### src/common/cpu_defines.svh
/*
 * CPU register subsystem constants
 * Handler addresses, stack page, PSR bit positions and interrupt step count
 */
`ifndef CPU_DEFINES_SVH
`define CPU_DEFINES_SVH

// Handler entry points, BRK shares the IRQ handler
`define NMI_HANDLER 16'hfa00
`define IRQ_HANDLER 16'hfe00

// High address byte of every stack access
`define STACK_PAGE 8'h01

// PSR bit positions
`define PSR_C 0
`define PSR_Z 1
`define PSR_I 2
`define PSR_D 3
`define PSR_B 4
`define PSR_V 6
`define PSR_N 7

// Cycles spent in interrupt entry after acceptance
`define IRQ_STEPS 5

`endif

### src/common/cpu_pkg.sv
/*
 * CPU register subsystem types
 * Command, register view and stack write structs, sequencer states
 */
package cpu_pkg;

  // Execution controller command
  typedef struct packed {
    logic       set_c;
    logic       c;
    logic       set_i;
    logic       i;
    logic       set_v;
    logic       v;
    logic       set_d;
    logic       d;
    logic       set_n;
    logic       n;
    logic       set_z;
    logic       z;
    logic [7:0] data;  // Shared by all register loads
    logic       set_a;
    logic       set_x;
    logic       set_y;
    logic       set_s;
    logic       set_pcl;
    logic       set_pch;
  } ec_cmd_t;

  // Memory controller command
  typedef struct packed {
    logic        fetched;  // PC increment
    logic        pushed;
    logic        pull;
    logic [15:0] pc;
    logic        set_pc;
    logic [7:0]  psr;
    logic        set_psr;
    logic [7:0]  push_data;
  } mc_cmd_t;

  // Interrupt sequencer command
  typedef struct packed {
    logic       set_i;
    logic       set_b;
    logic       set_pcl;
    logic       set_pch;
    logic       pushed;
    logic [7:0] data;
    logic [7:0] push_data;
  } il_cmd_t;

  typedef struct packed {
    logic [15:0] pc;
    logic [7:0]  a;
    logic [7:0]  x;
    logic [7:0]  y;
    logic [7:0]  s;
    logic [7:0]  psr;
  } reg_view_t;

  typedef struct packed {
    logic        valid;
    logic [15:0] addr;
    logic [7:0]  data;
  } stack_wr_t;

  typedef enum logic [2:0] {
    IDLE,
    PUSH_PCH,
    PUSH_PCL,
    PUSH_PSR,
    LOAD_PCL,
    LOAD_PCH
  } irq_state_t;

endpackage

### src/regfile/reg_file.sv
/*
 * Register file
 * PC, A, X, Y and S with per-source priorities, PSR held in status_reg
 */
`timescale 1ns/10ps
`include "cpu_defines.svh"

module reg_file (
  input  logic               clk,
  input  logic               rst_x,
  input  logic               cen_i,
  input  cpu_pkg::ec_cmd_t   ec_i,
  input  cpu_pkg::mc_cmd_t   mc_i,
  input  cpu_pkg::il_cmd_t   il_i,
  output cpu_pkg::reg_view_t regs_o
);

  logic [15:0] pc_q;
  logic [7:0]  a_q;
  logic [7:0]  x_q;
  logic [7:0]  y_q;
  logic [7:0]  s_q;
  logic [7:0]  psr;

  logic        load_pc;
  logic        push;
  logic [7:0]  flag_d;
  logic [7:0]  flag_set;

  // Byte loads from either controller block the PC step and set_pc
  assign load_pc = il_i.set_pcl | il_i.set_pch | ec_i.set_pcl | ec_i.set_pch;
  assign push    = mc_i.pushed | il_i.pushed;

  // Flag sources, lowest priority first
  always_comb begin
    flag_d   = mc_i.psr;
    flag_set = {8{mc_i.set_psr}};

    if (il_i.set_i) begin
      flag_d[`PSR_I]   = 1'b1;
      flag_set[`PSR_I] = 1'b1;
    end
    if (il_i.set_b) begin
      flag_d[`PSR_B]   = 1'b1;
      flag_set[`PSR_B] = 1'b1;
    end

    if (ec_i.set_c) begin
      flag_d[`PSR_C]   = ec_i.c;
      flag_set[`PSR_C] = 1'b1;
    end
    if (ec_i.set_z) begin
      flag_d[`PSR_Z]   = ec_i.z;
      flag_set[`PSR_Z] = 1'b1;
    end
    if (ec_i.set_i) begin
      flag_d[`PSR_I]   = ec_i.i;
      flag_set[`PSR_I] = 1'b1;
    end
    if (ec_i.set_d) begin
      flag_d[`PSR_D]   = ec_i.d;
      flag_set[`PSR_D] = 1'b1;
    end
    if (ec_i.set_v) begin
      flag_d[`PSR_V]   = ec_i.v;
      flag_set[`PSR_V] = 1'b1;
    end
    if (ec_i.set_n) begin
      flag_d[`PSR_N]   = ec_i.n;
      flag_set[`PSR_N] = 1'b1;
    end
  end

  always_ff @(posedge clk or negedge rst_x) begin
    if (!rst_x) begin
      pc_q <= 16'h0000;
      a_q  <= 8'h00;
      x_q  <= 8'h00;
      y_q  <= 8'h00;
      s_q  <= 8'h00;
    end else if (cen_i) begin
      if (load_pc) begin
        if (il_i.set_pcl) begin
          pc_q[7:0] <= il_i.data;
        end else if (ec_i.set_pcl) begin
          pc_q[7:0] <= ec_i.data;
        end
        if (il_i.set_pch) begin
          pc_q[15:8] <= il_i.data;
        end else if (ec_i.set_pch) begin
          pc_q[15:8] <= ec_i.data;
        end
      end else if (mc_i.fetched) begin
        pc_q <= pc_q + 16'h0001;  // Wraps at ffff
      end else if (mc_i.set_pc) begin
        pc_q <= mc_i.pc;
      end

      if (ec_i.set_a) begin
        a_q <= ec_i.data;
      end
      if (ec_i.set_x) begin
        x_q <= ec_i.data;
      end
      if (ec_i.set_y) begin
        y_q <= ec_i.data;
      end

      if (ec_i.set_s) begin
        s_q <= ec_i.data;
      end else if (push) begin
        s_q <= s_q - 8'h01;  // One decrement even for a double push
      end else if (mc_i.pull) begin
        s_q <= s_q + 8'h01;
      end
    end
  end

  status_reg status_reg_inst (
    .clk        (clk),
    .rst_x      (rst_x),
    .cen_i      (cen_i),
    .flag_i     (flag_d),
    .flag_set_i (flag_set),
    .psr_o      (psr)
  );

  assign regs_o = '{pc: pc_q, a: a_q, x: x_q, y: y_q, s: s_q, psr: psr};

endmodule

### src/regfile/status_reg.sv
/*
 * Processor status register
 * Seven flags with individual load strobes, bit 5 reads as one
 */
`timescale 1ns/10ps
`include "cpu_defines.svh"

module status_reg (
  input  logic       clk,
  input  logic       rst_x,
  input  logic       cen_i,
  input  logic [7:0] flag_i,
  input  logic [7:0] flag_set_i,
  output logic [7:0] psr_o
);

  // Bits backed by a real flop
  localparam logic [7:0] FLAG_MASK = (8'h01 << `PSR_C) |
                                     (8'h01 << `PSR_Z) |
                                     (8'h01 << `PSR_I) |
                                     (8'h01 << `PSR_D) |
                                     (8'h01 << `PSR_B) |
                                     (8'h01 << `PSR_V) |
                                     (8'h01 << `PSR_N);

  logic [7:0] flags_q;
  logic [7:0] load;

  assign load = flag_set_i & FLAG_MASK;

  always_ff @(posedge clk or negedge rst_x) begin
    if (!rst_x) begin
      flags_q <= 8'h00;
    end else if (cen_i) begin
      // Only strobed flags change
      flags_q <= (flags_q & ~load) | (flag_i & load);
    end
  end

  // Unused position is tied high
  assign psr_o = flags_q | ~FLAG_MASK;

endmodule

### src/source/cpu_regs_top.sv
/*
 * CPU register subsystem top
 * Interrupt sequencer, register file and stack write port
 */
`timescale 1ns/10ps

module cpu_regs_top (
  input  logic               clk,
  input  logic               rst_x,
  input  logic               cen_i,
  input  cpu_pkg::ec_cmd_t   ec_i,
  input  cpu_pkg::mc_cmd_t   mc_i,
  input  logic               nmi_i,
  input  logic               irq_i,
  input  logic               brk_i,
  output cpu_pkg::reg_view_t regs_o,
  output cpu_pkg::stack_wr_t stack_o,
  output logic               irq_busy_o
);

  cpu_pkg::reg_view_t regs;
  cpu_pkg::il_cmd_t   il_cmd;

  irq_sequencer irq_sequencer_inst (
    .clk    (clk),
    .rst_x  (rst_x),
    .cen_i  (cen_i),
    .nmi_i  (nmi_i),
    .irq_i  (irq_i),
    .brk_i  (brk_i),
    .regs_i (regs),
    .il_o   (il_cmd),
    .busy_o (irq_busy_o)
  );

  reg_file reg_file_inst (
    .clk    (clk),
    .rst_x  (rst_x),
    .cen_i  (cen_i),
    .ec_i   (ec_i),
    .mc_i   (mc_i),
    .il_i   (il_cmd),
    .regs_o (regs)
  );

  // Sees S before any decrement of this cycle
  stack_port stack_port_inst (
    .clk     (clk),
    .rst_x   (rst_x),
    .cen_i   (cen_i),
    .il_i    (il_cmd),
    .mc_i    (mc_i),
    .sp_i    (regs.s),
    .stack_o (stack_o)
  );

  assign regs_o = regs;

endmodule

### src/source/irq_sequencer.sv
/*
 * Interrupt entry sequencer
 * Accepts NMI, BRK or IRQ, pushes PC and PSR, sets I and loads the handler
 */
`timescale 1ns/10ps
`include "cpu_defines.svh"

module irq_sequencer (
  input  logic               clk,
  input  logic               rst_x,
  input  logic               cen_i,
  input  logic               nmi_i,
  input  logic               irq_i,
  input  logic               brk_i,
  input  cpu_pkg::reg_view_t regs_i,
  output cpu_pkg::il_cmd_t   il_o,
  output logic               busy_o
);

  cpu_pkg::irq_state_t state_q;
  cpu_pkg::irq_state_t state_d;
  logic                nmi_q;  // Latched request type
  logic                brk_q;
  logic                accept;
  logic [15:0]         handler;
  logic [7:0]          psr_push;

  // IRQ is masked by I, NMI and BRK are not
  assign accept  = (state_q == cpu_pkg::IDLE) &
                   (nmi_i | brk_i | (irq_i & ~regs_i.psr[`PSR_I]));
  assign handler = nmi_q ? `NMI_HANDLER : `IRQ_HANDLER;

  always_comb begin
    psr_push          = regs_i.psr;
    psr_push[`PSR_B]  = brk_q;  // B only in the BRK frame
  end

  always_comb begin
    state_d = state_q;
    case (state_q)
      cpu_pkg::IDLE:     if (accept) state_d = cpu_pkg::PUSH_PCH;
      cpu_pkg::PUSH_PCH: state_d = cpu_pkg::PUSH_PCL;
      cpu_pkg::PUSH_PCL: state_d = cpu_pkg::PUSH_PSR;
      cpu_pkg::PUSH_PSR: state_d = cpu_pkg::LOAD_PCL;
      cpu_pkg::LOAD_PCL: state_d = cpu_pkg::LOAD_PCH;
      default:           state_d = cpu_pkg::IDLE;
    endcase
  end

  always_ff @(posedge clk or negedge rst_x) begin
    if (!rst_x) begin
      state_q <= cpu_pkg::IDLE;
      nmi_q   <= 1'b0;
      brk_q   <= 1'b0;
    end else if (cen_i) begin
      state_q <= state_d;
      if (accept) begin
        nmi_q <= nmi_i;
        brk_q <= ~nmi_i & brk_i;  // NMI outranks BRK
      end
    end
  end

  always_comb begin
    il_o = '0;
    case (state_q)
      cpu_pkg::PUSH_PCH: begin
        il_o.pushed    = 1'b1;
        il_o.push_data = regs_i.pc[15:8];
      end
      cpu_pkg::PUSH_PCL: begin
        il_o.pushed    = 1'b1;
        il_o.push_data = regs_i.pc[7:0];
      end
      cpu_pkg::PUSH_PSR: begin
        il_o.pushed    = 1'b1;
        il_o.push_data = psr_push;
        il_o.set_b     = brk_q;
      end
      cpu_pkg::LOAD_PCL: begin
        il_o.set_i   = 1'b1;
        il_o.set_pcl = 1'b1;
        il_o.data    = handler[7:0];
      end
      cpu_pkg::LOAD_PCH: begin
        il_o.set_pch = 1'b1;
        il_o.data    = handler[15:8];
      end
      default: il_o = '0;
    endcase
  end

  assign busy_o = (state_q != cpu_pkg::IDLE);

endmodule

### src/source/stack_port.sv
/*
 * Stack write port
 * Turns a push strobe into a registered page-one write
 */
`timescale 1ns/10ps
`include "cpu_defines.svh"

module stack_port (
  input  logic              clk,
  input  logic              rst_x,
  input  logic              cen_i,
  input  cpu_pkg::il_cmd_t  il_i,
  input  cpu_pkg::mc_cmd_t  mc_i,
  input  logic [7:0]        sp_i,
  output cpu_pkg::stack_wr_t stack_o
);

  logic        push;
  logic        valid_q;
  logic [15:0] addr_q;
  logic [7:0]  data_q;

  assign push = il_i.pushed | mc_i.pushed;

  always_ff @(posedge clk or negedge rst_x) begin
    if (!rst_x) begin
      valid_q <= 1'b0;
    end else if (cen_i) begin
      valid_q <= push;  // One cen cycle pulse per push
    end
  end

  always_ff @(posedge clk) begin
    if (cen_i && push) begin
      addr_q <= {`STACK_PAGE, sp_i};  // S before the decrement
      // Sequencer wins a collision
      data_q <= il_i.pushed ? il_i.push_data : mc_i.push_data;
    end
  end

  assign stack_o = '{valid: valid_q, addr: addr_q, data: data_q};

endmodule

### config.mk
export PLATFORM = sky130hd
export DESIGN_NAME = cpu_regs_top
export DESIGN_NICKNAME = d
export VERILOG_FILES = /design/src/common/cpu_pkg.sv /design/src/regfile/reg_file.sv /design/src/regfile/status_reg.sv /design/src/source/cpu_regs_top.sv /design/src/source/irq_sequencer.sv /design/src/source/stack_port.sv
export VERILOG_INCLUDE_DIRS = /design/src /design/src/common
export SDC_FILE = /design/constraint.sdc
export NUM_CORES = 1
export LEC_CHECK = 0
export BUFFER_PORTS_ARGS = -buffer_cell sky130_fd_sc_hd__buf_2
export CORE_MARGIN = 5
export CORE_UTILIZATION = 40
export DETAILED_ROUTE_END_ITERATION = 6
export PLACE_DENSITY = 0.69
export SLEW_MARGIN = 10
export SYNTH_ARGS = -nofsm -noshare
export SYNTH_HDL_FRONTEND = slang
export SYNTH_SLANG_ARGS = --single-unit
### constraint.sdc
create_clock -name clk -period 2.6 [get_ports clk]
set_input_delay 0.39 -clock clk [delete_from_list [all_inputs] [get_ports clk]]
set_output_delay 0.39 -clock clk [all_outputs]
set_load 0.02 [all_outputs]
==> flow_summary.json, run 1 <==
{
  "ys.warnings.count": 0,
  "synth.most_common_cell": "dfrtp_1",
  "die_h_um": 115,
  "cts_htree_levels": 3,
  "fmax_ghz": 0.413,
  "hold_path.class": "primary input to asynchronous set/reset pin",
  "port-buffer-count": 140,
  "drt_iter0_drc": 289,
  "vdd.ir_drop.worst_mv": 0.458,
  "ff2ff_setup_slack_ps": 180,
  "grt_overflow": 0,
  "reg2reg_depth": 9,
  "max_stage_delay_ps": 380,
  "grt_pass1_wl_mm": 19.6,
  "clock_skew_ps": 11.9,
  "ioPinCount": 151,
  "ant_nets": 0,
  "synth_top_area_share_pct": 34.4,
  "rsz0062_at_grt": "false",
  "drc": 0,
  "initial_core_util_pct": 40.9,
  "ys_top_cells_by_count": "61 x dfrtp_1, 53 x nand2_1, 39 x o21ai_0, 28 x nor2_1, 26 x a21oi_1",
  "post_drt_wl_per_cell_um": 17.3,
  "slew-limit-headroom_pct": 51.8,
  "placed_cells": 714,
  "synth.avg_cell_area_um2": 9.83,
  "via_count": 3984,
  "power_density_nw_per_um2": 1010,
  "drt_pass1_iterations": 5,
  "critical_path_class": "flip-flop to flip-flop",
  "grt_start_max_net_pins": 43,
  "finalPower_mw": 5.47,
  "r2r_end": "reg_file_inst.s_q[7]",
  "post_cts_resized": 0,
  "synth-async-reset-ratio_pct": 79.2,
  "dieWidth_um": 115,
  "hpwl_mm": 9.78,
  "cp.required_ps": 2880,
  "status": "completed",
  "antennaDiodeCount": 0,
  "worstMarginPinSlew_ps": 723,
  "final_util_pct": 50.0,
  "min_period_ps": 2420,
  "timing.final.crit_share_pct": 93.1,
  "cp-start-kind": "flip-flop",
  "grt_usage_pct": 18.8,
  "setup_tns_ps": 0,
  "cts_hold_buf": 0,
  "nets": 663,
  "slowest_stage": "dfrtp_1",
  "seq_area_frac_synth_pct": 45.3,
  "synth_top_flop_cell": "dfrtp_1",
  "cts_tree": "built",
  "ys_ff_latch": 77,
  "grt_pass1_vias": 3868,
  "setup_viol": 0,
  "synth_edf_count": 16,
  "mappedNetlistArea_um2": 4430,
  "ys_types": 64,
  "cts-root-buf": "clkbuf_8",
  "cts_setup_buffers": 0,
  "path_buf_inv": 1,
  "hold_viol_final": 0,
  "crit_path_end_kind": "flip-flop",
  "dieArea_um2": 13300,
  "gp_congestion": 0.873,
  "clock-sinks": 77,
  "maxCapViolCount": 0,
  "yosys-top-cells-area": "dfrtp_1 34%, edfxtp_1 11%, mux2_2 6.3%",
  "cts_buffers": 9,
  "placed_cell_area_um2": 5220,
  "antenna_found_initial": 0,
  "clk_latency_ps": 350,
  "path_clk_slew_ps": 80,
  "yosys.area.top_type": "dfrtp_1",
  "leakagePower_nw": 2.46,
  "timing.rr.start": "irq_sequencer_inst.state_q[0]",
  "cp_top_family": "compound AO/OA/AOI/OAI gates",
  "areaGrowthSynthToFinish_pct": 22.3,
  "drt-total-wl_mm": 12.7,
  "fillers": 1065,
  "arrival_ps": 2700,
  "layout-drive-gt1-share_pct": 34.7,
  "path_cells": "o21ba_2 -> nor2_1 -> inv_2 -> ha_1 -> a21oi_1 -> a211oi_1 -> o21a_1 -> nor4b_1 -> nand3b_1",
  "maxSlewViolCount": 0,
  "core_area_um2": 10800,
  "fin_area_um2": 5420,
  "clock_path_buffers": 2,
  "path_max_fanout": 8,
  "routed_via_density": 5.46,
  "core.rowCount": 38,
  "instances_no_fill": 730,
  "synth_cells": 451
}
## layer usage
| layer | GRT usage [%] | part of all wire (%) | routed length [um] |
|---|---|---|---|
| met1 | 24.6 | 43 | 5390 |
| met2 | 31.3 | 49 | 6160 |
| met3 | 3.95 | 7.2 | 907 |
| met4 | 5.71 | 1.5 | 192 |
| met5 | 0 | 0 | 0 |
## cell families (layout without fill, tap and decap cells)
kind of cell             count (synthesis)  after routing  share of synthesized area [%]
adder cells (fa/ha/maj)                  9              9                           2.71
XOR/XNOR                                11             11                           2.17
flip-flops                              77             77                           45.3
multiplexers                            36             36                           8.83
other                                    2              9                          0.169
buffers and inverters                   46            178                           5.70
AND/OR/NAND/NOR                        141            141                           15.8
AO/OA/AOI/OAI                          129            129                           19.3
## layout make-up
| cell class | instances | area (um^2) | area share, % |
|---|---|---|---|
| multi-input combinational | 335 | 2210 | 40.7 |
| sequential | 77 | 2010 | 37.0 |
| timing repair buffer | 151 | 796 | 14.7 |
| tap | 140 | 175 | 3.23 |
| clock buffer | 9 | 124 | 2.28 |
| clock inverter | 7 | 72.6 | 1.34 |
| inverter | 11 | 41.3 | 0.762 |
## cell usage in the layout (no fill, tap or decap), types with 8 or more instances in the layout
cell type	instances
conb_1	9
nand3_1	15
buf_2	140
edfxtp_1	16
a31oi_1	11
buf_4	10
mux2_2	25
inv_1	9
nor2_1	28
a21oi_1	26
ha_1	8
xnor2_1	9
clkbuf_8	9
nand2_1	53
o21ai_0	39
mux2i_1	11
dfrtp_1	61
## how the worst max path moves through the flow
| stage | start | to | slack [ps] | cells after the start |
|---|---|---|---|---|
| after floorplan | irq_sequencer_inst.state_q[0] | reg_file_inst.s_q[6] | 110 | 10 |
| after global placement | irq_sequencer_inst.state_q[0] | reg_file_inst.s_q[6] | 240 | 9 |
| after detailed placement | irq_sequencer_inst.state_q[0] | reg_file_inst.s_q[6] | 150 | 9 |
| after CTS | irq_sequencer_inst.state_q[0] | reg_file_inst.s_q[6] | 140 | 9 |
| after global routing | irq_sequencer_inst.state_q[0] | reg_file_inst.s_q[7] | 80 | 9 |
| final | irq_sequencer_inst.state_q[0] | reg_file_inst.s_q[7] | 180 | 9 |
## sequential cells by signal, summed over array words and instances, names as in the netlist, named ones only
register,cells
reg_file_inst.pc_q,16
reg_file_inst.x_q,8
irq_sequencer_inst.nmi_q,1
reg_file_inst.a_q,8
reg_file_inst.y_q,8
stack_port_inst.valid_q,1
stack_port_inst.addr_q,8
irq_sequencer_inst.state_q,3
irq_sequencer_inst.brk_q,1
reg_file_inst.s_q,8
stack_port_inst.data_q,8
## power by group
part	leakage (nW)	switching, mW	internal [mW]
Clock	0.104	0.467	0.449
Sequential	0.882	0.345	1.63
Combinational	1.47	1.56	1.01
Total	2.46	2.37	3.09
## metrics by stage
stage	worst slack (ps)	hold WS (ps)
3_5_place_dp	153	485
6_report	180	96.0
5_1_grt	75.0	142
3_3_place_gp	239	482
4_1_cts	142	105
2_1_floorplan	110	94.4
No activity file was read; power rests on OpenSTA's default activity.
==> inputs of run 2 (changes only) <==
Settings changed: ABC_AREA set to 1, PLACE_DENSITY 0.69 to 0.68.
==> flow_summary.json, run 2 <==
{
  "largest_register": "reg_file_inst.pc_q",
  "grt_pass1_vias": 4323,
  "clock-sinks": 77,
  "synth_edf_count": 16,
  "yosys.area.top_type": "dfrtp_1",
  "reg2reg_depth": 13,
  "core_area_um2": 11300,
  "power_density_nw_per_um2": 1040,
  "clkPwrFrac_pct": 23.3,
  "path_clk_slew_ps": 60,
  "setup_tns_ps": 0,
  "max_stage_delay_ps": 460,
  "path_depth": 13,
  "synth-async-reset-ratio_pct": 79.2,
  "cp_common_cell": "nand2_1",
  "critical_path_class": "flip-flop to flip-flop",
  "ioPinCount": 151,
  "status": "completed",
  "yosys-top-cells-area": "dfrtp_1 33%, nand2_1 13%, edfxtp_1 11%",
  "p_sw_share_pct": 42.7,
  "grt_start_max_net_pins": 56,
  "internal_power_mw": 3.39,
  "synth.most_common_cell": "nand2_1",
  "slew-limit-headroom_pct": 59.7,
  "vdd.ir_drop.worst_mv": 0.499,
  "layout-drive-gt1-share_pct": 27.2,
  "hpwl_mm": 10.7,
  "clk_latency_ps": 340,
  "core.rowCount": 39,
  "rsz0062_at_grt": "false",
  "synth_top_flop_cell": "dfrtp_1",
  "timing.final.crit_share_pct": 91.3,
  "ys.warnings.count": 0,
  "grt_usage_pct": 20.8,
  "ant_nets": 0,
  "synth_top_area_share_pct": 33.4,
  "p_comb_share_pct": 43.8,
  "cts_tree": "built",
  "routed_via_density": 5.14,
  "ys_top_cells_by_count": "158 x nand2_1, 61 x dfrtp_1, 57 x inv_1, 52 x o21ai_0, 48 x nor2_1",
  "via_count": 4477,
  "worstMarginPinSlew_ps": 603,
  "whs_path_depth": 3,
  "initial_core_util_pct": 40.4,
  "mostFrequentLayoutCells": "158 x nand2_1, 140 x buf_2, 61 x dfrtp_1",
  "placed_cell_area_um2": 5350,
  "p_switching_mw": 2.53,
  "clock_path_buffers": 2,
  "maxCapViolCount": 0,
  "fmax_ghz": 0.421,
  "areaGrowthSynthToFinish_pct": 24.6,
  "p_seq_share_pct": 32.9,
  "dieWidth_um": 117,
  "cp_top_family": "simple AND/OR/NAND/NOR gates",
  "setup_viol": 0,
  "antennaDiodeCount": 0,
  "nets": 801,
  "ys_types": 45,
  "die_h_um": 117,
  "mostFrequentLayoutCell": "nand2_1",
  "clock_skew_ps": 4.56,
  "cp-start-kind": "flip-flop",
  "path_buf_inv": 2,
  "leakagePower_nw": 2.95,
  "arrival_ps": 2650,
  "antenna_found_initial": 0,
  "grt_overflow": 0,
  "multi_input_area_um2": 2150,
  "cts_setup_buffers": 0,
  "post_drt_wl_per_cell_um": 16.0,
  "fin_area_um2": 5690,
  "synth.avg_cell_area_um2": 7.84,
  "cts-root-buf": "clkbuf_16",
  "crit_path_end_kind": "flip-flop",
  "synth_cells": 583,
  "slowest_stage": "dfrtp_1",
  "path_cells": "nor2_2 -> inv_2 -> nand2_2 -> nand2_1 -> buf_4 -> ha_1 -> nand2_1 -> nand2_1 -> nand2_1 -> or2_2 -> nand3_1 -> o211ai_1 -> nand2_1",
  "ys_ff_latch": 77,
  "path_max_fanout": 7,
  "drt-total-wl_mm": 14.0,
  "grt_pass1_wl_mm": 22.1,
  "seq_area_frac_synth_pct": 43.9,
  "port-buffer-count": 140,
  "largest_register_ffs": 16,
  "dieArea_um2": 13700,
  "drc": 0,
  "cts_buffers": 9,
  "min_period_ps": 2370,
  "hold_viol_final": 0,
  "gp_congestion": 0.927,
  "hold_path.class": "primary input to flip-flop",
  "cp.required_ps": 2880,
  "regArea_um2": 2010,
  "maxSlewViolCount": 0,
  "drt_iter0_drc": 306,
  "mappedNetlistArea_um2": 4570,
  "fillers": 1150,
  "cts_htree_levels": 3,
  "drt_pass1_iterations": 5
}
[run 2: cell types whose count changed in the layout (fill, tap and decap cells not counted), sizes merged, moves of 6 or more]
cell,previous run,this run
a31oi,11,1
inv,13,64
nor3,9,2
mux2,25,0
a211oi,8,2
nand3b,7,1
a22o,7,0
nand2,53,163
nand3,15,37
nor2,29,56
o21ai,40,68
[run 2: through the flow]
stage	utilization, %	total power [mW]	setup slack [ps]	hold slack [ps]	cells
floorplan	-	3.72	410	94.4	590
global placement	47.3	4.46	387	250	854
detailed placement	47.3	4.54	249	254	854
CTS	50.3	5.94	233	304	871
global route	50.3	6.35	111	336	871
finish	50.3	5.92	225	313	871
[run 2: logic make-up (layout without fill, tap and decap cells)]
logic type | Yosys count | in the layout | share of synthesized area [%]
adder cells (fa/ha/maj) | 9 | 9 | 2.63
buffers and inverters | 93 | 231 | 9.67
flip-flops | 77 | 77 | 43.9
AO/OA/AOI/OAI | 119 | 119 | 15.0
XOR/XNOR | 5 | 5 | 0.958
AND/OR/NAND/NOR | 269 | 269 | 25.7
multiplexers | 9 | 9 | 1.97
other | 2 | 9 | 0.164
[run 2: final timing paths]
check | start | endpoint | slack (ps)
setup / recovery | irq_sequencer_inst.state_q[0] | reg_file_inst.s_q[3] | 230
hold / removal | mc_i[13] | flip-flop | 310
setup reg to reg | irq_sequencer_inst.state_q[0] | reg_file_inst.s_q[3] | 230
hold reg to reg | reg_file_inst.a_q[7] | reg_file_inst.a_q[7] | 490
max in group asynchronous | rst_x | stack_port_inst.valid_q | 1590
min in group asynchronous | rst_x | reg_file_inst.pc_q[11] | 430
[run 2: power by group through the flow]
stage          Sequential (mW)  Combinational, mW  Clock, mW
3_5_place_dp              1.96               2.58          0
3_3_place_gp              1.95               2.51          0
4_1_cts                   1.94               2.60       1.39
5_1_grt                   1.99               2.91       1.45
6_report                  1.95               2.59       1.38
2_1_floorplan             2.26               1.46          0
[run 2: final cells by class]
class,instances,area share (%)
clock buffer,12,4.90
clock inverter,4,0.901
inverter,67,4.44
multi-input combinational,420,37.7
sequential,77,35.3
tap,143,3.14
timing repair buffer,148,13.6
[run 2: timing repair]
| item | 4_1_cts | 5_1_grt |
|---|---|---|
| gates resized for setup | 0 | 0 |
| hold buffers | 1 | 0 |
| hold endpoints to repair | 6 | 0 |
[run 2: routing by layer]
metal  share of wire (%)  vias up  GRT usage (%)
li1                    -     2169              -
met1                  43     2090           28.3
met2                  46      195           33.0
met3                 8.5       23           5.04
met4                 2.1        0           6.65
met5                   0        -              0
[run 2: worst reg2reg max path: cells and delay by family, from the launching register on]
family          cells  cell delay (ps)
compound gates      1              100
simple gates        9             1160
flops               1              460
buf+inv             2              320
fa+ha+maj           1              270
==> inputs of run 3 (changes only) <==
Settings changed: PLACE_DENSITY 0.68 to not set, PLACE_DENSITY_LB_ADDON set to 0.25.
==> flow_summary.json, run 3 (synthesized netlist as in run 2, its figures left out) <==
{
  "status": "completed",
  "pre_cts_slack_ps": 329,
  "hpwl_mm": 10.4,
  "maxCapViolCount": 0,
  "rsz0062_at_grt": "false",
  "slew-limit-headroom_pct": 55.5,
  "cp.required_ps": 2880,
  "cp_top_family": "simple AND/OR/NAND/NOR gates",
  "port-buffer-count": 140,
  "core_area_um2": 11300,
  "crit_path_end_kind": "flip-flop",
  "drt_iter0_drc": 347,
  "grt_start_max_net_pins": 36,
  "final_util_pct": 49.7,
  "cts_setup_buffers": 0,
  "power_density_nw_per_um2": 1020,
  "post_drt_wl_per_cell_um": 15.7,
  "grt_overflow": 0,
  "min_period_ps": 2290,
  "clock_skew_ps": 6.21,
  "path_max_fanout": 7,
  "fillers": 1117,
  "path_cells": "nor2_2 -> inv_2 -> nand2_2 -> nand2_1 -> buf_4 -> ha_1 -> nand2_1 -> nand2_1 -> nand2_1 -> or2_2 -> nand3_1 -> o211ai_1 -> nand2_1",
  "clk_latency_ps": 340,
  "hold_viol_final": 0,
  "cp_common_cell": "nand2_1",
  "antenna_found_initial": 1,
  "dieWidth_um": 117,
  "routed_via_density": 5.04,
  "drc": 0,
  "slowest_stage": "dfrtp_1",
  "finalPower_mw": 5.75,
  "clock-sinks": 77,
  "fin_area_um2": 5630,
  "ant_nets": 0,
  "antennaDiodeCount": 0,
  "post_cts_resized": 0,
  "vdd.ir_drop.worst_mv": 0.420,
  "leakagePower_nw": 2.92,
  "setup_tns_ps": 0,
  "largest_register_ffs": 16,
  "core.rowCount": 39,
  "mostFrequentLayoutCells": "158 x nand2_1, 140 x buf_2, 61 x dfrtp_1",
  "setup_viol": 0,
  "grt_pass1_vias": 4228,
  "cts_buffers": 9,
  "die_h_um": 117,
  "drt-total-wl_mm": 13.6,
  "worstMarginPinSlew_ps": 668,
  "cp-start-kind": "flip-flop",
  "mostFrequentLayoutCell": "nand2_1",
  "path_buf_inv": 2,
  "grt_usage_pct": 20.5,
  "initial_core_util_pct": 40.4,
  "timing.final.crit_share_pct": 88.2,
  "fmax_ghz": 0.436,
  "arrival_ps": 2570,
  "fin_ws_ps": 307,
  "critical_path_class": "flip-flop to flip-flop",
  "cts_htree_levels": 3,
  "via_count": 4371,
  "ff2ff_setup_slack_ps": 310,
  "cts-root-buf": "clkbuf_16",
  "layout-drive-gt1-share_pct": 27.1,
  "path_clk_slew_ps": 60,
  "dieArea_um2": 13700,
  "max_stage_delay_ps": 450,
  "areaGrowthSynthToFinish_pct": 23.1,
  "cts_hold_buf": 0,
  "maxSlewViolCount": 0,
  "drt_pass1_iterations": 5,
  "hold_path.class": "primary input to asynchronous set/reset pin",
  "largest_register": "reg_file_inst.pc_q",
  "gp_congestion": 0.871,
  "grt_pass1_wl_mm": 21.6,
  "clock_path_buffers": 2,
  "ioPinCount": 151,
  "nets": 798,
  "placed_cell_area_um2": 5340,
  "cts_tree": "built"
}
[run 3: stage by stage]
step / hold WS [ps] / cells
6_report: 78.4 / 867
5_1_grt: 129 / 867
4_1_cts: 92.1 / 867
3_5_place_dp: 459 / 852
3_3_place_gp: 448 / 852
2_1_floorplan: 94.4 / 590
[run 3: layout make-up]
type | instances | area (um^2) | share of cell area [%]
sequential | 77 | 2010 | 35.7
inverter | 67 | 253 | 4.49
timing repair buffer | 145 | 751 | 13.3
multi-input combinational | 420 | 2150 | 38.2
clock buffer | 10 | 250 | 4.45
tap | 143 | 179 | 3.18
clock inverter | 5 | 38.8 | 0.690
[run 3: worst paths after layout]
path                                                from               endpoint  cells after the start
setup / recovery           irq_sequencer_inst.state_q[0]   reg_file_inst.s_q[3]                     13
hold / removal                                     rst_x   reg_file_inst.a_q[4]                      1
setup reg to reg           irq_sequencer_inst.state_q[0]   reg_file_inst.s_q[3]                     13
hold reg to reg                     reg_file_inst.a_q[1]   reg_file_inst.a_q[1]                      2
max in group asynchronous                          rst_x  reg_file_inst.pc_q[5]                      2
min in group clk                                mc_i[13]              flip-flop                      3
[run 3: metal layers]
metal	track usage [%]	part of all wire, %	vias to the layer above
met3	3.75	7.5	25
met5	0	0.051	-
met2	30.8	44	166
met4	9.71	3.1	2
li1	-	-	2175
met1	28.8	45	2003
[run 3: where the power goes]
group          leakage [nW]  internal (mW)  switching (mW)
Sequential            0.888           1.63           0.315
Combinational          1.89          0.900            1.67
Clock                 0.145          0.709           0.535
